==> src/source/decode_pkg.sv <==
// ==============================
// Decode package
// Widths, field positions, opcode and unit encodings and the
// records passed between fetch, decode and rename
// ==============================

package decode_pkg;

	// ==============================
	// Widths
	// ==============================

	// One instruction word from fetch
	localparam int INSTR_W = 40;
	// Architectural register number, bank bit on top of a 6-bit field
	localparam int AREG_W = 7;
	// Immediate after sign extension
	localparam int IMM_W = 32;
	// Opcode sits in the low bits of every format
	localparam int OPC_LSB = 0;
	localparam int OPC_W = 7;
	// Execution unit code
	localparam int UNIT_W = 3;

	// ==============================
	// Field positions
	// ==============================

	// Integer formats use 6-bit register fields
	localparam int FLD_W = 6;
	localparam int RT_LSB = 7;
	localparam int RA_LSB = 13;
	localparam int RB_LSB = 19;
	localparam int RC_LSB = 25;

	// Long immediate overlays the Rb and Rc fields, bits 38 to 19
	localparam int LIMM_LSB = 19;
	localparam int LIMM_W = 20;
	// Store displacement lives above the store data register
	localparam int DISP_LSB = 31;
	localparam int DISP_W = 8;
	// Switches ADD, SUB and AND over to their immediate form
	localparam int IMMSEL_BIT = 39;

	// Float formats pack 5-bit register fields tighter
	localparam int FFLD_W = 5;
	localparam int FRT_LSB = 7;
	localparam int FRA_LSB = 12;
	localparam int FRB_LSB = 17;
	localparam int FRC_LSB = 22;

	// ==============================
	// Types
	// ==============================

	typedef logic [INSTR_W-1:0] instruction_t;
	typedef logic [AREG_W-1:0] aregno_t;
	typedef logic [IMM_W-1:0] imm_t;

	// Opcodes not listed here are decoded as unknown
	typedef enum logic [OPC_W-1:0] {
		OP_NOP   = 7'h00,
		OP_ADD   = 7'h02,
		OP_SUB   = 7'h03,
		OP_ADDI  = 7'h04,
		OP_AND   = 7'h08,
		OP_ORI   = 7'h0D,
		OP_LDI   = 7'h0E,
		OP_BRA   = 7'h20,
		OP_LOAD  = 7'h40,
		OP_STORE = 7'h50,
		OP_FLT2  = 7'h60,
		OP_FLT3  = 7'h61
	} opcode_e;

	typedef enum logic [UNIT_W-1:0] {
		UNIT_NONE   = 3'd0,
		UNIT_ALU    = 3'd1,
		UNIT_MEM    = 3'd2,
		UNIT_FPU    = 3'd3,
		UNIT_BRANCH = 3'd4
	} unit_e;

	// What fetch hands over each cycle
	typedef struct packed {
		instruction_t instr;
		logic regx;
	} fetch_bundle_t;

	// Decoded record handed on to rename
	typedef struct packed {
		opcode_e opcode;
		unit_e unit;
		aregno_t rt;
		aregno_t ra;
		aregno_t rb;
		aregno_t rc;
		logic has_imm;
		imm_t imm;
	} decoded_t;

	// ==============================
	// Helpers shared by the decoders
	// ==============================

	// Pull the opcode out of an instruction word
	function automatic opcode_e get_opcode(input instruction_t instr);
		return opcode_e'(instr[OPC_LSB +: OPC_W]);
	endfunction

	// True for the two float formats
	function automatic logic is_float_op(input opcode_e opc);
		return (opc == OP_FLT2) || (opc == OP_FLT3);
	endfunction

	// Build a register number from one field, bank bit on top.
	// A float field is padded with a zero bit to fill the 6 low bits
	function automatic aregno_t place_reg(
		input instruction_t instr,
		input logic regx,
		input logic is_flt,
		input int unsigned int_lsb,
		input int unsigned flt_lsb
	);
		aregno_t r;
		if (is_flt)
			r = {regx, 1'b0, instr[flt_lsb +: FFLD_W]};
		else
			r = {regx, instr[int_lsb +: FLD_W]};
		return r;
	endfunction

endpackage
==> src/source/decode_stage.sv <==
// ==============================
// Register-operand decode stage
// Decodes one fetch bundle per cycle into a record for rename,
// registered behind a valid/ready handshake
// ==============================

`timescale 1ns/1ps

module decode_stage (
	input logic clk,
	input logic rst_n,
	input logic in_valid,
	output logic in_ready,
	input decode_pkg::fetch_bundle_t in_bundle,
	output logic out_valid,
	input logic out_ready,
	output decode_pkg::decoded_t out_dec
);

	import decode_pkg::*;

	opcode_e opc;
	unit_e unit;
	logic has_imm;
	imm_t imm;
	aregno_t rt;
	aregno_t ra;
	aregno_t rb;
	aregno_t rc;
	decoded_t dec_next;

	// ==============================
	// Unit select
	// ==============================

	assign opc = get_opcode(in_bundle.instr);

	always_comb
	begin
		case (opc)
			OP_ADD, OP_SUB, OP_AND, OP_ADDI, OP_ORI, OP_LDI:
				unit = UNIT_ALU;
			OP_LOAD, OP_STORE:
				unit = UNIT_MEM;
			OP_FLT2, OP_FLT3:
				unit = UNIT_FPU;
			OP_BRA:
				unit = UNIT_BRANCH;
			// NOP and unknown opcodes are issued nowhere
			default:
				unit = UNIT_NONE;
		endcase
	end

	// ==============================
	// Field decoders
	// ==============================

	// All three look at the incoming bundle with no latency of their own
	decode_imm u_imm (
		.instr   (in_bundle.instr),
		.has_imm (has_imm),
		.imm     (imm)
	);

	// Rb alone needs to know whether an immediate replaced it
	decode_rb u_rb (
		.instr    (in_bundle.instr),
		.regx     (in_bundle.regx),
		.has_immb (has_imm),
		.rb       (rb)
	);

	decode_rt_ra_rc u_rt_ra_rc (
		.instr (in_bundle.instr),
		.regx  (in_bundle.regx),
		.rt    (rt),
		.ra    (ra),
		.rc    (rc)
	);

	// Assemble the record in the order rename expects
	always_comb
	begin
		dec_next.opcode = opc;
		dec_next.unit = unit;
		dec_next.rt = rt;
		dec_next.ra = ra;
		dec_next.rb = rb;
		dec_next.rc = rc;
		dec_next.has_imm = has_imm;
		dec_next.imm = imm;
	end

	// ==============================
	// Output register
	// ==============================

	// Room for a new record when the slot is empty or draining this edge
	assign in_ready = !out_valid || out_ready;

	always_ff @(posedge clk or negedge rst_n)
	begin
		if (!rst_n)
		begin
			out_valid <= 1'b0;
			out_dec <= '0;
		end
		else if (in_ready)
		begin
			// Slot is free: take the new record or go empty
			out_valid <= in_valid;
			if (in_valid)
				out_dec <= dec_next;
		end
		// Otherwise rename is stalling, so the record holds
	end

endmodule

==> src/source/decode_rt_ra_rc.sv <==
// ==============================
// Rt, Ra and Rc decoder
// Target and remaining source registers with per-opcode zeroing
// ==============================

`timescale 1ns/1ps

module decode_rt_ra_rc (
	input decode_pkg::instruction_t instr,
	input logic regx,
	output decode_pkg::aregno_t rt,
	output decode_pkg::aregno_t ra,
	output decode_pkg::aregno_t rc
);

	import decode_pkg::*;

	opcode_e opc;
	logic flt;
	logic use_rt;
	logic use_ra;
	logic use_rc;

	assign opc = get_opcode(instr);
	assign flt = is_float_op(opc);

	// ==============================
	// Field usage per opcode
	// ==============================

	always_comb
	begin
		use_rt = 1'b0;
		use_ra = 1'b0;
		use_rc = 1'b0;
		case (opc)
			OP_ADD, OP_SUB, OP_AND, OP_ADDI, OP_ORI, OP_LOAD, OP_FLT2:
			begin
				use_rt = 1'b1;
				use_ra = 1'b1;
			end
			// Load immediate writes a register but reads none
			OP_LDI:
				use_rt = 1'b1;
			// Store has no target; Ra is the base and Rc holds the data
			OP_STORE:
			begin
				use_ra = 1'b1;
				use_rc = 1'b1;
			end
			// Branch compares Ra against zero and writes nothing
			OP_BRA:
				use_ra = 1'b1;
			// Three-operand float op is the only other user of Rc
			OP_FLT3:
			begin
				use_rt = 1'b1;
				use_ra = 1'b1;
				use_rc = 1'b1;
			end
			default:
			begin
				use_rt = 1'b0;
				use_ra = 1'b0;
				use_rc = 1'b0;
			end
		endcase
	end

	// ==============================
	// Register numbers
	// ==============================

	// Unused fields decode to register 0 so rename sees no false dependency
	assign rt = use_rt ? place_reg(instr, regx, flt, RT_LSB, FRT_LSB) : '0;
	assign ra = use_ra ? place_reg(instr, regx, flt, RA_LSB, FRA_LSB) : '0;
	assign rc = use_rc ? place_reg(instr, regx, flt, RC_LSB, FRC_LSB) : '0;

endmodule

==> src/source/decode_rb.sv <==
// ==============================
// Rb decoder
// Second source register, zero when an immediate takes its place
// ==============================

`timescale 1ns/1ps

module decode_rb (
	input decode_pkg::instruction_t instr,
	input logic regx,
	input logic has_immb,
	output decode_pkg::aregno_t rb
);

	import decode_pkg::*;

	opcode_e opc;
	logic no_src_b;

	assign opc = get_opcode(instr);

	// Opcodes that never read a second source
	always_comb
	begin
		case (opc)
			OP_ADD, OP_SUB, OP_AND, OP_ADDI, OP_ORI, OP_LOAD, OP_STORE,
			OP_FLT2, OP_FLT3:
				no_src_b = 1'b0;
			// NOP, LDI, BRA and anything unknown
			default:
				no_src_b = 1'b1;
		endcase
	end

	// An immediate overlays the Rb field, so the field bits are not a register then
	always_comb
	begin
		if (has_immb || no_src_b)
			rb = '0;
		else
			rb = place_reg(instr, regx, is_float_op(opc), RB_LSB, FRB_LSB);
	end

endmodule

==> src/source/decode_imm.sv <==
// ==============================
// Immediate decoder
// Flags the immediate forms and sign-extends their constant
// ==============================

`timescale 1ns/1ps

module decode_imm (
	input decode_pkg::instruction_t instr,
	output logic has_imm,
	output decode_pkg::imm_t imm
);

	import decode_pkg::*;

	opcode_e opc;
	logic imm_sel;
	logic [LIMM_W-1:0] limm;
	logic [DISP_W-1:0] disp;
	imm_t limm_sx;
	imm_t disp_sx;

	// ==============================
	// Raw fields
	// ==============================

	assign opc = get_opcode(instr);
	assign imm_sel = instr[IMMSEL_BIT];

	// Long immediate covers the Rb and Rc positions of the integer format
	assign limm = instr[LIMM_LSB +: LIMM_W];
	// Stores keep Rc for data, so only the top byte is left for the offset
	assign disp = instr[DISP_LSB +: DISP_W];

	// Both are signed; replicate the top bit up to 32 bits
	assign limm_sx = {{(IMM_W-LIMM_W){limm[LIMM_W-1]}}, limm};
	assign disp_sx = {{(IMM_W-DISP_W){disp[DISP_W-1]}}, disp};

	// ==============================
	// Form select
	// ==============================

	always_comb
	begin
		// Default is a register-only form with a zero constant
		has_imm = 1'b0;
		imm = '0;
		case (opc)
			OP_ADDI, OP_ORI, OP_LDI, OP_LOAD, OP_BRA:
			begin
				has_imm = 1'b1;
				imm = limm_sx;
			end
			OP_STORE:
			begin
				has_imm = 1'b1;
				imm = disp_sx;
			end
			OP_ADD, OP_SUB, OP_AND:
			begin
				// These three pick reg-reg or reg-imm by the top bit
				if (imm_sel)
				begin
					has_imm = 1'b1;
					imm = limm_sx;
				end
			end
			// NOP, float ops and unknown opcodes carry no constant
			default:
			begin
				has_imm = 1'b0;
				imm = '0;
			end
		endcase
	end

endmodule

==> config.mk <==
export PLATFORM = sky130hd
export DESIGN_NAME = decode_stage
export DESIGN_NICKNAME = d
export VERILOG_FILES = /design/src/source/decode_pkg.sv /design/src/source/decode_stage.sv /design/src/source/decode_rt_ra_rc.sv /design/src/source/decode_rb.sv /design/src/source/decode_imm.sv
export SDC_FILE = /design/constraint.sdc
export NUM_CORES = 1
export LEC_CHECK = 0
export BUFFER_PORTS_ARGS = -buffer_cell sky130_fd_sc_hd__buf_2
export CAP_MARGIN = 20
export CORE_MARGIN = 5
export CORE_UTILIZATION = 53
export DETAILED_ROUTE_END_ITERATION = 8
export PLACE_DENSITY_LB_ADDON = 0.3
export SKIP_LAST_GASP = 1
export SLEW_MARGIN = 40
export SYNTH_ARGS = -nofsm -noshare
export SYNTH_HDL_FRONTEND = slang
export SYNTH_SLANG_ARGS = --single-unit
export TNS_END_PERCENT = 20
==> constraint.sdc <==
create_clock -name clk -period 4.6 [get_ports clk]
set_clock_uncertainty 0.1 [all_clocks]
set_input_delay 0.92 -clock clk [delete_from_list [all_inputs] [get_ports clk]]
set_output_delay 0.92 -clock clk [all_outputs]
set_load 0.005 [all_outputs]
==> metrics.txt, run 1 <==
fin crit share=0.698; gr ovfl total=0; share of cells above drive strength 1=0.323; Initial Utilization=0.553; maximum fanout along the worst path=24; maximum VDD drop=0.180 mV; synthesis-to-layout area growth=21.8%; R2R Setup Slk=2.52 ns; # setup viols final=0; Synthesis Warnings=0; CTS tree=done; Top Ports=118; clk_lat worst skew=0.33 ns; Stages on worst setup path=7; Post-CTS Hold Buffers=0; Detail Placement HPWL=5880 um; drt pass-1 iters=5; total power=0.00115 W; CTS root buf=clkbuf_8; area of the core=5570 sq um; Max-slew headroom=0.455; Worst R2R Start=out_valid$_DFFE_PN0N_; internal power=0.000853 W; Num CTS Buffers=9; slowest library cell on the worst path=a211o_1; vias=~2.9k; Worst-Margin Slew=0.812 ns; number of buffers added on ports=117; detailed router's first-iteration violation count=between 200 and 250; Req. time, crit path=4.74 ns; clock network power share=0.376; critical path class=in2reg; H-tree levels=3; max-slew violations=0; number of global-route vias before repair=2749; multi-input logic area=1360 sq um; EDFF count, synth=0; main area contributors after synthesis=dfrtp_1 (49%), nand2_1 (9.0%), a22oi_1 (6.3%); Flop pwr share=0.492; number of antenna violations at the first check in global routing=0; first-pass GRT wire length=around 14000 um; antenna-violating nets left=0; Non-Filler Instances=509; Sink Count=60; Netlist cell types=43; fillcell total=491; post-synthesis register bit count=60; CP bufs+invs=2; Layout Utilization=0.673; clock tree buffer depth=2; clock slew at reported path FFs=0.06 ns; routed length per instance=16.4 um; Async SR Flop Fraction=1.00; RR Endpoint=out_dec[40]$_DFFE_PN0P_; number of remaining DRC errors=0; die area=7440 sq um; RSZ-0062 raised after global routing=false; Fin Setup TNS=0 ns; Seq/Total Area, Yosys=0.487; critical path startpoint category=primary input; die height=86.2 um; # rows=27; Syn Nets=a little under 400; average cell area after synthesis=around 9 sq um; critical path's most frequent cell=nor4b_1; Mapped Cells=340; antenna cells=0; Post-CTS Setup Inserts=0; final hold vios=0; Max Clk Rate=312 MHz; R2R cell count=4; Sw Ratio=0.259; Worst path top cell family by delay=compound AO/OA/AOI/OAI gates; WHS Path Cells=2; crit path capture type=register; pin count of the biggest net entering global routing=45; register area=1500 sq um; CP cell instances=buf_2, nor4b_1, nor4b_1, a211o_1, o21ai_1, buf_4, a22oi_1; placed cells=493; Gate power share=0.132; max_cap viols=0; hold_sp=out_dec[52]$_DFFE_PN0P_; routability cong.=0.849; Worst Path Arrival=3.35 ns; final wirelength=8320 um; min Tclk post-route=3.21 ns; Pleak=1.87 nW; max incr delay on CP=0.60 ns; Total GRT Usage=0.231; P per Cell Area=307 nW/um^2; DR vias/cell=5.69; hold endpoint=out_dec[52]$_DFFE_PN0P_; post-synth design cell area=3080 sq um; Hold/Removal Path Class=reg2reg; Crit. Startpoint=in_bundle[3]; post-cts resize count=0; outcome=finished clean; area leader, netlist=dfrtp_1; Die X=86.2 um; # nets final=approximately 480; share of the synthesized area in the top cell type=0.487; Synth Flop Type=dfrtp_1; switching pwr=0.000299 W
[layout make-up]
class / count / share of cell area
tap: 72 / 0.0240
multi-input combinational: 238 / 0.361
inverter: 2 / 0.00200
clock inverter: 1 / 0.00133
clock buffer: 15 / 0.0470
sequential: 60 / 0.400
timing repair buffer: 121 / 0.164
[worst register-to-register path, cell delays in order (launching register included)]
cell      delay, ns
dfrtp_1        0.37
nand2b_1       0.14
nand2_2        0.46
or4b_4         0.77
o21ai_1        0.17
[per-layer routing]
metal | part of all wire | vias to the layer above | track usage
li1 | - | 1375 | -
met1 | 0.44 | 1374 | 0.323
met2 | 0.46 | 136 | 0.353
met3 | 0.091 | 10 | 0.0532
met4 | 0.012 | 0 | 0.0836
met5 | 0 | - | 0
[stage by stage]
step | instance area (sq um) | hold slack [ns] | worst slack, ns
after floorplan | 3080 | 0.363 | 2.11
after global placement | 3570 | 0.352 | 1.12
after detailed placement | 3570 | 0.357 | 1.07
after CTS | 3750 | 0.370 | 1.43
after global routing | 3750 | 0.388 | 1.16
final | 3750 | 0.369 | 1.39
[cells by family (layout without fill, tap and decap cells)]
group | after synthesis | count (layout) | share of synthesized area
AOI/OAI and AO/OA | 104 | 104 | 0.209
xor gates and xnor gates | 4 | 4 | 0.0114
buffers and inverters | 42 | 139 | 0.0735
and+or+nand+nor | 117 | 117 | 0.175
muxes | 13 | 13 | 0.0431
DFF | 60 | 60 | 0.487
[cell usage after synthesis (3+ instances only)]
cell type   n
mux2i_1    11
buf_4      14
nand2_1    74
o21ai_0    23
o31ai_1     5
o21ai_1    14
nor2_1     16
nor4b_1     3
a22oi_1    26
a21oi_1    21
clkbuf_1   11
dfrtp_1    60
a31oi_1     3
a221oi_1    5
nand3_1     3
o211ai_1    3
buf_2      11
[registers in the layout, summed over array words and instances (netlist names)]
register and flops:
out_valid 1, out_dec 59
[power groups by stage]
stage	Sequential [W]	Clock, W	Combinational (W)
final	0.000567	0.000433	0.000152
after floorplan	0.000579	0	0.0000744
after global routing	0.000570	0.000468	0.000171
after CTS	0.000567	0.000438	0.000153
after detailed placement	0.000577	0	0.000153
after global placement	0.000575	0	0.000150
[how the worst max path moves through the flow]
stage,endpoint,slack [ns]
6_report,out_dec[13]$_DFFE_PN0P_,1.39
5_1_grt,out_dec[13]$_DFFE_PN0P_,1.16
4_1_cts,out_dec[13]$_DFFE_PN0P_,1.43
3_5_place_dp,out_dec[13]$_DFFE_PN0P_,1.07
3_3_place_gp,out_dec[12]$_DFFE_PN0P_,1.12
2_1_floorplan,out_dec[40]$_DFFE_PN0P_,2.11
[cell usage in the layout, fill, tap and decap left out, drive strengths merged, types with 5 or more instances in the layout]
| master | netlist | routed |
|---|---|---|
| a21oi | 21 | 21 |
| a221oi | 5 | 5 |
| a22oi | 26 | 26 |
| buf | 27 | 121 |
| clkbuf | 13 | 15 |
| dfrtp | 60 | 60 |
| mux2i | 11 | 11 |
| nand2 | 74 | 74 |
| nor2 | 17 | 17 |
| o21ai | 38 | 38 |
| o31ai | 5 | 5 |
(Power assumes the default switching activity.)
==> run 2, diff against run 1 <==
- CORE_UTILIZATION: 53 -> 49
- clock period: 4.6 -> 3.16 ns (I/O delays scaled with it)
==> run 2 against run 1 <==
  * Sequential cell count is the same
  * Sequential power grew 45%
  * Non-clock buffer count grew 6
  * Core utilization shrank 4.2 points
  * Largest cell class unchanged
  * Highest routed layer unchanged
==> metrics.txt, run 2 (synthesis results as in run 1) <==
outcome=finished clean; number of global-route vias before repair=2704; die height=slightly below 90 um; clk_lat worst skew=0.33 ns; H-tree levels=3; final hold vios=0; fillcell total=525; Sink Count=60; fin crit share=0.726; number of antenna violations at the first check in global routing=0; final wirelength=just under 9000 um; die area=~8000 sq um; maximum VDD drop=0.253 mV; routed length per instance=16.9 um; area of the core=6030 sq um; Reg with most FFs=out_dec; number of flip-flops in the largest register=59; share of cells above drive strength 1=0.330; Req. time, crit path=3.31 ns; # rows=28; post-cts resize count=0; # setup viols final=0; Max-slew headroom=0.544; CTS root buf=clkbuf_8; synthesis-to-layout area growth=23.5%; clock tree buffer depth=2; total power=0.00172 W; vias=2961; min Tclk post-route=~2.3 ns; P per Cell Area=453 nW/um^2; Non-Filler Instances=517; # nets final=483; max-slew violations=0; drt pass-1 iters=5; clock slew at reported path FFs=0.07 ns; Die X=89.3 um; Detail Placement HPWL=6350 um; maximum fanout along the worst path=20; Post-CTS Hold Buffers=0; number of remaining DRC errors=0; gr ovfl total=0; pin count of the biggest net entering global routing=45; max_cap viols=0; number of buffers added on ports=117; detailed router's first-iteration violation count=201; Top Ports=about 120; antenna cells=0; first-pass GRT wire length=13500 um; Pleak=1.90 nW; DR vias/cell=approximately 5.7; Max Clk Rate=436 MHz; multi-input logic area=about 1400 sq um; Worst Path Arrival=2.44 ns; Place WS=roughly 0.53 ns; RSZ-0062 raised after global routing=false; commonest non-fill, non-tap cells in the layout=buf_2 (116), nand2_1 (73), dfrtp_1 (60); Num CTS Buffers=9; routability cong.=0.823; antenna-violating nets left=0; Hold/Removal Path Class=in2async; most common cell after layout, fill and taps aside=buf_2; placed cells=502; Top Registers=out_dec (59), out_valid (1); critical path startpoint category=primary input; CTS tree=done; Total GRT Usage=0.222; Setup WS post-layout=0.865 ns; Worst-Margin Slew=0.682 ns; crit path capture type=register; Post-CTS Setup Inserts=0; Fin Setup TNS=0 ns; Initial Utilization=0.511; Crit. Startpoint=in_bundle[3]; Worst R2R Start=out_valid$_DFFE_PN0N_; critical path class=in2reg; register area=1500 sq um
[run 2: cell types whose count changed in the layout (fill, tap and decap cells not counted)]
| cell | delta |
|---|---|
| bufinv_16 | +1 |
| clkbuf_8 | -2 |
| buf_2 | -1 |
| buf_4 | +7 |
[run 2: layout make-up]
cell class	instances	share of cell area
flip-flops and latches	60	0.395
inverters	2	0.00197
clock buffers	13	0.0391
clock inverters	2	0.00921
repair buffers	127	0.174
well taps	75	0.0247
multi-input cells	238	0.356
[run 2: path summary, 6_finish.rpt]
path / slack [ns] / cells after the start / endpoint
worst max-delay path: 0.87 / 7 / out_dec[17]$_DFFE_PN0P_
worst min-delay path: 0.19 / 1 / out_valid$_DFFE_PN0N_
worst max register to register: 1.29 / 5 / out_dec[39]$_DFFE_PN0P_
worst min register to register: 0.37 / 2 / out_dec[64]$_DFFE_PN0P_
max in group asynchronous: 2.19 / 2 / out_dec[62]$_DFFE_PN0P_
min in group clk: 0.37 / 2 / out_dec[64]$_DFFE_PN0P_
[run 2: critical path, cell delays in order]
cell	delay [ns]
buf_2	0.24
nor4b_1	0.34
nor4b_1	0.28
a211o_1	0.36
o21ai_1	0.12
buf_4	0.24
a22oi_1	0.22
[run 2: layer usage]
metal  global-route usage  part of all wire
met2                0.358              0.47
met1                0.295              0.42
met3               0.0452             0.088
met5                    0                 0
met4               0.0825             0.019
[run 2: through the flow]
stage / hold slack (ns) / cell area (sq um) / util
after floorplan: 0.236 / 3080 / -
after global placement: 0.354 / 3620 / 0.600
after detailed placement: 0.358 / 3620 / 0.601
after CTS: 0.208 / 3800 / 0.631
after global routing: 0.229 / 3800 / 0.631
final: 0.192 / 3800 / 0.631
[run 2: where the power goes]
group	switching (W)	total, W	internal [W]
logic	0.000138	0.000228	0.0000899
clock network	0.000289	0.000670	0.000381
registers	0.0000179	0.000824	0.000806
total	0.000445	0.00172	0.00128
==> run 3, diff against run 2 <==
- clock period: 3.16 -> 2.2 ns (I/O delays scaled with it)
==> run 3 against run 2 <==
  * Register-to-register slack got worse by 0.68 ns
  * Sequential cell count did not move
  * Power rose by 46%
  * Count of clock-buffer cells in the layout rose by 3
  * Core utilization rose by 3.3 points
  * Design area rose by 5.2%
  * Largest power group unchanged
  * Highest routed layer unchanged
==> metrics.txt, run 3 (synthesis results as in run 1) <==
CTS tree=done; # rows=28; # setup viols final=0; max_cap viols=0; post-cts resize count=0; hold endpoint=out_valid$_DFFE_PN0N_; maximum VDD drop=approximately 0.47 mV; die area=7970 sq um; Worst-Margin Slew=0.710 ns; number of antenna violations at the first check in global routing=0; clock tree buffer depth=2; final hold vios=0; area of the core=roughly 6000 sq um; Num CTS Buffers=9; vias=2958; hold_sp=in_valid; fin crit share=0.863; Pleak=2.02 nW; pin count of the biggest net entering global routing=34; Sw Ratio=0.253; Top Registers=out_dec (59), out_valid (1); Req. time, crit path=2.35 ns; number of remaining DRC errors=0; antenna-violating nets left=0; # nets final=502; Worst R2R Start=out_valid$_DFFE_PN0N_; maximum fanout along the worst path=9; placed cell area=about 3800 sq um; Top Ports=around 120; RR Endpoint=out_dec[40]$_DFFE_PN0P_; Flop pwr share=0.472; clk_lat worst skew=0.33 ns; Reg with most FFs=out_dec; Total GRT Usage=0.226; RSZ-0062 raised after global routing=false; clock network power share=0.388; DR vias/cell=5.51; clock slew at reported path FFs=0.06 ns; Max Clk Rate=527 MHz; routed length per instance=16.3 um; Die X=89.3 um; number of flip-flops in the largest register=slightly below 60; Initial Utilization=0.511; share of cells above drive strength 1=0.359; die height=89.3 um; Gate power share=0.140; crit path capture type=register; max-slew violations=0; Worst Path Arrival=approximately 2 ns; antenna cells=0; critical path class=in2reg; H-tree levels=3; most common cell after layout, fill and taps aside=buf_2; number of buffers added on ports=117; Setup WS post-layout=0.301 ns; P per Cell Area=627 nW/um^2; routability cong.=0.891; switching pwr=0.000635 W; min Tclk post-route=1.90 ns; first-pass GRT wire length=between 10000 and 15000 um; Max-slew headroom=0.526; number of global-route vias before repair=2742; Place WS=-0.0299 ns; internal power=0.00187 W; CTS root buf=clkbuf_8; Crit. Startpoint=in_bundle[4]; R2R cell count=4; Detail Placement HPWL=6480 um; WHS Path Cells=2; detailed router's first-iteration violation count=174; final wirelength=8750 um; drt pass-1 iters=4; critical path startpoint category=primary input; Post-Layout Inst Area=4000 sq um; Hold/Removal Path Class=in2reg; commonest non-fill, non-tap cells in the layout=buf_2 (117), nand2_1 (73), dfrtp_1 (60); synthesis-to-layout area growth=29.9%; outcome=finished clean; Sink Count=60; R2R Setup Slk=0.61 ns; gr ovfl total=0
-- run 3: metrics by stage --
stage / hold slack (ns) / total power [W] / utilization / cells / TNS (ns)
floorplan: 0.0444 / 0.00137 / - / 340 / 0
global placement: 0.351 / 0.00155 / 0.629 / 520 / 0
detailed placement: 0.354 / 0.00156 / 0.629 / 520 / -0.108
CTS: 0.220 / 0.00254 / 0.664 / 537 / 0
global route: 0.244 / 0.00262 / 0.664 / 537 / 0
finish: 0.235 / 0.00251 / 0.664 / 537 / 0
-- run 3: worst max-delay path by stage --
| stage | end | cells after the start |
|---|---|---|
| global route | out_dec[8]$_DFFE_PN0P_ | 7 |
| global placement | out_dec[4]$_DFFE_PN0P_ | 7 |
| finish | out_dec[40]$_DFFE_PN0P_ | 7 |
| detailed placement | out_dec[5]$_DFFE_PN0P_ | 7 |
| floorplan | out_dec[40]$_DFFE_PN0P_ | 6 |
| CTS | out_dec[40]$_DFFE_PN0P_ | 7 |
-- run 3: routing by layer --
metal | track usage | part of all wire | vias up
met5 | 0 | 0 | -
met4 | 0.0839 | 0.011 | 0
met3 | 0.0406 | 0.091 | 9
met2 | 0.348 | 0.46 | 133
met1 | 0.320 | 0.43 | 1390
li1 | - | - | 1426
-- run 3: repair_timing --
action | 4_1_cts | 5_1_grt
hold buffers | 1 | 0
endpoints found under the hold margin | 11 | 0
buffers inserted | 0 | 0
-- run 3: layout make-up --
type / instances / area (sq um)
Inverter: 2 / 7.51
Multi-Input combinational cell: 238 / 1360
Clock buffer: 16 / 200
Fill cell: 534 / 2020
Sequential cell: 60 / 1500
Tap cell: 75 / 93.8
Timing Repair Buffer: 146 / 843
-- run 3: critical path, stage by stage --
cell      delay, ns
buf_2          0.19
buf_4          0.16
nor2b_1        0.05
o211ai_1       0.31
nand2_1        0.16
or4b_4         0.55
o21ai_1        0.18
-- run 3: power by group through the flow --
stage                     Combinational [W]  Clock [W]  Sequential, W
final                              0.000352   0.000972        0.00118
after global routing               0.000395    0.00104        0.00119
after CTS                          0.000355   0.000995        0.00118
after detailed placement           0.000353          0        0.00121
after global placement             0.000347          0        0.00120
after floorplan                    0.000156          0        0.00121
